===== src/alu_imm_params.svh =====
/*
  Immediate ALU pipeline sizes
  Register file, reorder buffer and data path widths
*/
`ifndef ALU_IMM_PARAMS_SVH
`define ALU_IMM_PARAMS_SVH

// Data path
`define ALU_IMM_XLEN 32

// Physical register file
`define ALU_IMM_PR_COUNT 64
`define ALU_IMM_LOG_PR_COUNT 6
`define ALU_IMM_BANK_COUNT 4
`define ALU_IMM_LOG_BANK_COUNT 2

// Reorder buffer
`define ALU_IMM_LOG_ROB_ENTRIES 5

`endif


===== src/alu_imm_pkg.sv =====
/*
  Immediate ALU package
  Shared data types and operation codes of the immediate ALU pipeline
*/
`include "alu_imm_params.svh"

package alu_imm_pkg;

  typedef logic [`ALU_IMM_XLEN-1:0] word_t;
  typedef logic [11:0] imm12_t;
  typedef logic [`ALU_IMM_LOG_PR_COUNT-1:0] pr_idx_t;
  // Low bits of a physical register number
  typedef logic [`ALU_IMM_LOG_BANK_COUNT-1:0] bank_idx_t;
  typedef logic [`ALU_IMM_LOG_ROB_ENTRIES-1:0] rob_idx_t;
  typedef logic [3:0] alu_op_t;

  // Operation codes, anything else gives zero
  localparam alu_op_t OP_ADDI  = 4'd0;
  localparam alu_op_t OP_SLTI  = 4'd1;
  localparam alu_op_t OP_SLTIU = 4'd2;
  localparam alu_op_t OP_XORI  = 4'd3;
  localparam alu_op_t OP_ORI   = 4'd4;
  localparam alu_op_t OP_ANDI  = 4'd5;
  localparam alu_op_t OP_SLLI  = 4'd6;
  localparam alu_op_t OP_SRLI  = 4'd7;
  localparam alu_op_t OP_SRAI  = 4'd8;

endpackage


===== src/prf_read_if.sv =====
/*
  Register file read port
  One operand read with request and acknowledge
*/
`timescale 1ns/1ps

interface prf_read_if
  import alu_imm_pkg::*;
  ();

  logic    req;
  pr_idx_t pr;
  logic    ack;
  // Valid while ack is high
  word_t   data;

  modport requester (
    output req,
    output pr,
    input  ack,
    input  data
  );

  modport responder (
    input  req,
    input  pr,
    output ack,
    output data
  );

endinterface


===== src/wb_if.sv =====
/*
  Writeback bundle
  Result, destination register and ROB index with valid/ready
*/
`timescale 1ns/1ps

interface wb_if
  import alu_imm_pkg::*;
  ();

  logic     valid;
  logic     ready;
  word_t    data;
  pr_idx_t  pr;
  rob_idx_t rob_index;

  modport source (
    output valid,
    input  ready,
    output data,
    output pr,
    output rob_index
  );

  modport sink (
    input  valid,
    output ready,
    input  data,
    input  pr,
    input  rob_index
  );

  // Observes transfers without driving anything
  modport monitor (
    input valid,
    input ready,
    input data,
    input pr,
    input rob_index
  );

endinterface


===== src/prf_banks.sv =====
/*
  Banked physical register file
  Combinational read with per-bank busy back-off, init and writeback writes
*/
`timescale 1ns/1ps
`include "alu_imm_params.svh"

module prf_banks
  import alu_imm_pkg::*;
(
  input  logic                           CLK,
  input  logic                           rst_n,
  input  logic [`ALU_IMM_BANK_COUNT-1:0] bank_busy,
  input  logic                           init_we,
  input  pr_idx_t                        init_pr,
  input  word_t                          init_data,
  prf_read_if.responder                  rd,
  wb_if.monitor                          wb
);

  localparam int ROWS = `ALU_IMM_PR_COUNT / `ALU_IMM_BANK_COUNT;
  localparam int ROW_W = `ALU_IMM_LOG_PR_COUNT - `ALU_IMM_LOG_BANK_COUNT;

  word_t regs [`ALU_IMM_BANK_COUNT][ROWS];

  bank_idx_t        rd_bank;
  logic [ROW_W-1:0] rd_row;
  bank_idx_t        init_bank;
  logic [ROW_W-1:0] init_row;
  bank_idx_t        wb_bank;
  logic [ROW_W-1:0] wb_row;
  logic             wb_xfer;

  // Bank from the low bits, row from the rest
  assign rd_bank   = rd.pr[`ALU_IMM_LOG_BANK_COUNT-1:0];
  assign rd_row    = rd.pr[`ALU_IMM_LOG_PR_COUNT-1:`ALU_IMM_LOG_BANK_COUNT];
  assign init_bank = init_pr[`ALU_IMM_LOG_BANK_COUNT-1:0];
  assign init_row  = init_pr[`ALU_IMM_LOG_PR_COUNT-1:`ALU_IMM_LOG_BANK_COUNT];
  assign wb_bank   = wb.pr[`ALU_IMM_LOG_BANK_COUNT-1:0];
  assign wb_row    = wb.pr[`ALU_IMM_LOG_PR_COUNT-1:`ALU_IMM_LOG_BANK_COUNT];

  assign wb_xfer = wb.valid && wb.ready;

  // A busy bank has its read port taken by another pipeline
  assign rd.ack  = rd.req && !bank_busy[rd_bank];
  assign rd.data = regs[rd_bank][rd_row];

  always_ff @(posedge CLK or negedge rst_n) begin
    if (!rst_n) begin
      for (int b = 0; b < `ALU_IMM_BANK_COUNT; b++) begin
        for (int r = 0; r < ROWS; r++) begin
          regs[b][r] <= '0;
        end
      end
    end else begin
      if (init_we) begin
        regs[init_bank][init_row] <= init_data;
      end
      // Writeback comes last so it wins on a clash
      if (wb_xfer) begin
        regs[wb_bank][wb_row] <= wb.data;
      end
    end
  end

  a_ack_needs_req: assert property (
    @(posedge CLK) disable iff (!rst_n)
    rd.ack |-> rd.req
  ) else $error("prf_banks: ack without req");

endmodule


===== src/flat_wrapper.sv =====
// flat-port wrapper written by rule: the top's interface ports become plain ports
module prf_banks_flat import alu_imm_pkg::*;
  (CLK, rst_n, bank_busy, init_we, init_pr, init_data, rd_req, rd_pr, rd_ack, rd_data, wb_valid, wb_ready, wb_data, wb_pr, wb_rob_index);
  prf_read_if rd_i ();
  wb_if wb_i ();
  input  logic CLK;
  input  logic rst_n;
  input  logic [`ALU_IMM_BANK_COUNT-1:0] bank_busy;
  input  logic init_we;
  input  pr_idx_t init_pr;
  input  word_t init_data;
  input wire logic [$bits(rd_i.req)-1:0] rd_req;
  input wire logic [$bits(rd_i.pr)-1:0] rd_pr;
  output wire logic [$bits(rd_i.ack)-1:0] rd_ack;
  output wire logic [$bits(rd_i.data)-1:0] rd_data;
  input wire logic [$bits(wb_i.valid)-1:0] wb_valid;
  input wire logic [$bits(wb_i.ready)-1:0] wb_ready;
  input wire logic [$bits(wb_i.data)-1:0] wb_data;
  input wire logic [$bits(wb_i.pr)-1:0] wb_pr;
  input wire logic [$bits(wb_i.rob_index)-1:0] wb_rob_index;
  assign rd_i.req = rd_req;
  assign rd_i.pr = rd_pr;
  assign rd_ack = rd_i.ack;
  assign rd_data = rd_i.data;
  assign wb_i.valid = wb_valid;
  assign wb_i.ready = wb_ready;
  assign wb_i.data = wb_data;
  assign wb_i.pr = wb_pr;
  assign wb_i.rob_index = wb_rob_index;
  prf_banks u_core (.CLK(CLK), .rst_n(rst_n), .bank_busy(bank_busy), .init_we(init_we), .init_pr(init_pr), .init_data(init_data), .rd(rd_i), .wb(wb_i));
endmodule

===== config.mk =====
export PLATFORM = sky130hd
export DESIGN_NAME = prf_banks_flat
export DESIGN_NICKNAME = d
export VERILOG_FILES = /design/src/alu_imm_pkg.sv /design/src/prf_read_if.sv /design/src/wb_if.sv /design/src/prf_banks.sv /design/src/flat_wrapper.sv
export VERILOG_INCLUDE_DIRS = /design/src /design/src/src
export SDC_FILE = /design/constraint.sdc
export NUM_CORES = 2
export LEC_CHECK = 0
export BUFFER_PORTS_ARGS = -buffer_cell sky130_fd_sc_hd__buf_2
export CORE_MARGIN = 2
export CORE_UTILIZATION = 60
export DETAILED_ROUTE_END_ITERATION = 8
export GPL_ROUTABILITY_DRIVEN = 0
export PLACE_DENSITY = 0.77
export SKIP_CTS_REPAIR_TIMING = 1
export SLEW_MARGIN = 10
export SYNTH_ARGS = -nofsm -noshare
export SYNTH_HDL_FRONTEND = slang
export SYNTH_SLANG_ARGS = --single-unit
export TNS_END_PERCENT = 100

===== constraint.sdc =====
create_clock -name CLK -period 6.4 [get_ports CLK]
set_clock_uncertainty 0.15 [all_clocks]
set_input_delay 1.28 -clock CLK [delete_from_list [all_inputs] [get_ports CLK]]
set_output_delay 1.28 -clock CLK [all_outputs]
set_load 0.01 [all_outputs]

Yosys cells after proc, flatten, opt, wreduce, memory -nomap -nowiden
Cells that the tools add are included.
{ "totals": {"reg_bits": 2048, "word_cells": 108, "in_bits": 97, "out_inout_bits": 33} }
{ "classes": {"n_mux": 20, "n_lt_le_gt_ge": 11, "n_reduce_logical": 7, "bitwise": 6} }
{ "ops": {"columns": ["op", "count"], "rows": [
  ["2048-bit bitwise mux", 2],
  ["2048-bit 2-to-1 mux", 2],
  ["512-bit demux with 2-bit select", 2],
  ["512-bit 2-to-1 mux", 4],
  ["512-bit binary-select mux with 2-bit select", 1],
  ["32-bit demux with 4-bit select", 2],
  ["32-bit binary-select mux with 4-bit select", 1],
  ["32-bit 2-to-1 mux", 4],
  ["5-bit greater-or-equal comparator, second input constant", 3],
  ["4-bit NOT with 5-bit output", 3],
  ["5-bit by 1-bit less-than comparator with 1-bit output, second input constant", 2],
  ["3-bit greater-or-equal comparator, second input constant", 3],
  ["2-bit NOT with 3-bit output", 3],
  ["1-bit logical AND", 6],
  ["3-bit by 1-bit less-than comparator with 1-bit output, second input constant", 2],
  ["2-bit by 3-bit less-than comparator with 1-bit output, second input constant", 1],
  ["1-bit binary-select mux with 2-bit select", 1],
  ["1-bit zero test", 1],
  ["1-bit 2-to-1 mux", 1]
]} }

Depth between registers and ports, before layout
{ "logic_depth": {"word_depth": 11, "ltp_mapped": 10, "depth_no_buf": 5} }

Least setup slack after synthesis
Ideal clock, no wire load.
{ "synth_path": {"kind": "input port to output port", "startpoint": "input rd_pr[0]", "endpoint": "output rd_data[10]", "t_required_ps": 4970, "cell_stages": 7, "setup_slack_ps": 2037, "arrival_time_ps": 2933, "path_buffers": 4, "cell_sequence": "buf_2 > buf_6 > buf_6 > buf_2 > mux4_2 > a221oi_1 > a221oi_1"} }
{ "synth_between": {"elab_chain_len": 7} }
{ "synth_lines": {"columns": ["item", "line_no", "text"], "rows": [
  ["start, declared", "flat_wrapper.sv:13", "input wire logic [$bits(rd_i.pr)-1:0] rd_pr;"],
  ["2-bit NOT with 3-bit output (not written as such)", "prf_banks.sv:46", "assign rd.data = regs[rd_bank][rd_row];"],
  ["512-bit binary-select mux with 2-bit select", "prf_banks.sv:46", null],
  ["512-bit 2-to-1 mux (not written as such) (2 in a row)", "prf_banks.sv:46", null],
  ["32-bit binary-select mux with 4-bit select", "prf_banks.sv:46", null],
  ["32-bit 2-to-1 mux (not written as such) (2 in a row)", "prf_banks.sv:46", null],
  ["end, declared", "flat_wrapper.sv:15", "output wire logic [$bits(rd_i.data)-1:0] rd_data;"]
]} }
Every way passes these cells. The select of a mux whose other input is x is not followed.

Final worst setup path
{ "layout_path": {"startpoint": "input rd_pr[3]", "endpoint": "output rd_data[23]"} }
{ "layout_between": {"elab_chain_len": 4} }
{ "layout_lines": {"columns": ["item", "line_no"], "rows": [
  ["4-bit NOT with 5-bit output (not written as such)", "prf_banks.sv:46"],
  ["32-bit binary-select mux with 4-bit select", "prf_banks.sv:46"],
  ["32-bit 2-to-1 mux (not written as such) (2 in a row)", "prf_banks.sv:46"]
]} }
Every way passes these cells. The select of a mux whose other input is x is not followed.

==> impl_metrics.ini <==
[outcome]
status = complete, no violations

[setup_path]
worst_ep_required_time_ns = 4.97
crit_type = primary input to output pin
critPathCaptureType = output pin
start_kind = primary input
worst-path-max-fanout = 25
arrival_ns = 4.74

[floorplan]
start_util = 0.605
die_w_um = 434
num_rows = 157
core_um2 = 183000
dieArea_um2 = 188000
die_h_um = 434
boundaryPins = 130

[power_and_ir_drop]
intPower_mw = 26.4
pwr-share-comb = 0.174
total_power_mw = 36.5
swShare = 0.279
clock_power_share = 0.361
ir_worst_vdd_v = 0.000316
leakage_nw = 57.5
p_sw_mw = 10.2
power.density_nw_per_um2 = 304
seqPwrFrac = 0.465

[cts]
htree_num_levels = 4
clk_latency_ns = 0.88
cts_root_buffer = clkbuf_16
clock_sinks = 2048
tritoncts = built
clk_path_buf_depth = 3
clk_transition_reported_paths_ns = 0.05
numCtsBuffers = 211

[global_routing]
grt_pass1_wl_mm = 543
overflow = 0
grt_max_degree = 168
grt_pass1_vias = 87100
grt_antenna_before_repair = 20
gr-usage-all-layers = 0.385

[yosys]
yosys-top-cells-count = mux2i_1 (2096), dfrtp_1 (2048), nand2_1 (1488)
synthArstFlopShare = 1.00
netlist_area_um2 = 111000
yosysMostFrequentCell = mux2i_1
synth.area.top_cells = dfrtp_1 (46%), mux2i_1 (19%), mux4_2 (10%)
synth.distinct_cells = 40
synth_ff_type = dfrtp_1
yosys_warnings = 0
syn_avg_cell_area_um2 = 10.5
synth-seq-cells = 2048
synth_largest_area_cell = dfrtp_1
synth_edf_count = 0
synth_top_area_frac = 0.462
synth_cells = 10600
ys_seq_area_frac = 0.462
synth_fp_nets = 10700

[final_layout]
layout.nets = 10100
area_growth_pct = 8.51
layout.cells.non_filler = 12700
drive_gt1_frac = 0.147
largest-register = u_core.regs
largest_reg_flops = 2048
reg.largest.list = u_core.regs x2048

[routing]
drc = 0
viasPerCell = 6.85
firstDrtPassIters = 9
drtIter0Drc = 11700
via_count = 87000
wl_mm = 363
antenna_left = 0
post_drt_wl_per_cell_um = 28.6

[timing]
fin_crit_ns = 6.17
relSlewSlack = 0.0978
worstMarginPinSlew_ns = 1.35
hold_viol = 0
max_freq_ghz = 0.162
finalSetupViolations = 0
drv_slew = 0
rsz0062_at_grt = no
period_share = 0.964
fin_setup_tns_ns = 0

[placement]
dpl.hpwl_mm = 214
dpl.cell_count = 12300
numPortBuffers = 124

[job]
maxCapViolCount = 0

[hold_path]
hp-class = primary input to async pin
==> placed cells by master (no fill, tap or decap), types with 4 or more instances in the layout <==
cell / netlist / routed
o21ai_0: 1420 / 1420
clkinvlp_4: 0 / 7
buf_12: 0 / 38
clkinv_2: 0 / 46
o221ai_1: 16 / 16
nor2b_1: 20 / 16
a221oi_1: 50 / 50
nand3_1: 8 / 8
a21oi_1: 682 / 682
or2_2: 9 / 9
nor2_4: 0 / 65
clkbuf_8: 0 / 55
a311oi_1: 8 / 8
a22oi_1: 25 / 25
buf_2: 162 / 120
o31ai_1: 7 / 7
nor2_1: 739 / 692
a22o_1: 48 / 48
nand2_1: 1488 / 1428
mux4_2: 506 / 506
diode_2: 0 / 7
dfrtp_1: 2048 / 2048
nor3_1: 25 / 25
clkbuf_1: 793 / 39
and3_1: 5 / 5
nand2b_1: 12 / 12
clkinv_8: 0 / 4
a211oi_1: 14 / 14
mux2_2: 35 / 35
inv_6: 0 / 4
nand2_2: 4 / 64
buf_4: 67 / 292
clkbuf_16: 0 / 218
o22ai_1: 71 / 71
mux2i_1: 2096 / 2096
bufinv_16: 0 / 22
==> final cells by class <==
type,count,area (µm²)
Multi-Input combinational cell,7326,54900
Antenna cell,7,17.5
Clock inverter,86,1090
Clock buffer,312,6360
Fill cell,13400,63000
Sequential cell,2048,51200
Timing Repair Buffer,453,3600
Tap cell,2464,3080
Inverter,1,3.75
==> worst max-delay path, stage by stage <==
cell and delay [ns]:
buf_2 0.64, buf_4 0.39, or3b_2 0.38, o22ai_1 0.17, a211oi_1 0.72, a21oi_1 0.22, a311oi_1 0.64, buf_2 0.27
==> power by group through the flow <==
stage	combinational [mW]	sequential, mW	clock (mW)
after global routing	6.91	17.2	13.7
after global placement	5.93	16.9	0
final	6.36	17.0	13.2
after detailed placement	6.24	17.1	0
after CTS	6.27	16.9	13.2
after floorplan	4.58	16.6	0
==> worst paths after layout <==
kind,cells past startpoint,slack (ns),start,end
setup / recovery,8,0.23,rd_pr[3],rd_data[23]
hold / removal,1,0.31,rst_n,u_core.regs[562]
setup reg to reg,2,5.36,u_core.regs[496],u_core.regs[496]
hold reg to reg,2,0.42,u_core.regs[1659],u_core.regs[1659]
max in group asynchronous,2,4.23,rst_n,u_core.regs[773]
min in group CLK,2,0.42,u_core.regs[1659],u_core.regs[1659]
==> kinds of logic (layout without fill, tap and decap cells) <==
logic type	Yosys count	count (layout)	share of synthesized area
other	0	7	0
AOI/OAI and AO/OA	2343	2343	0.112
muxes	2637	2637	0.296
and+or+nand+nor	2346	2346	0.0819
DFF	2048	2048	0.462
buffers and inverters	1228	852	0.0481
==> through the flow <==
step / worst slack, ns / instance area, µm² / util / hold slack [ns]
6_report: 0.228 / 120000 / 0.656 / 0.308
5_1_grt: 0.302 / 120000 / 0.656 / 0.347
4_1_cts: 0.571 / 120000 / 0.656 / 0.294
3_5_place_dp: 0.584 / 113000 / 0.615 / 0.407
3_3_place_gp: 0.594 / 113000 / 0.615 / 0.386
2_1_floorplan: 2.04 / 111000 / - / 0.364
==> layer usage <==
layer	vias up	track usage	share of wire
met4	12	0.254	0.073
met2	5893	0.589	0.45
li1	36400	-	-
met5	-	0	0.00020
met1	43200	0.481	0.35
met3	1514	0.108	0.12
(Power assumes the default switching activity.)
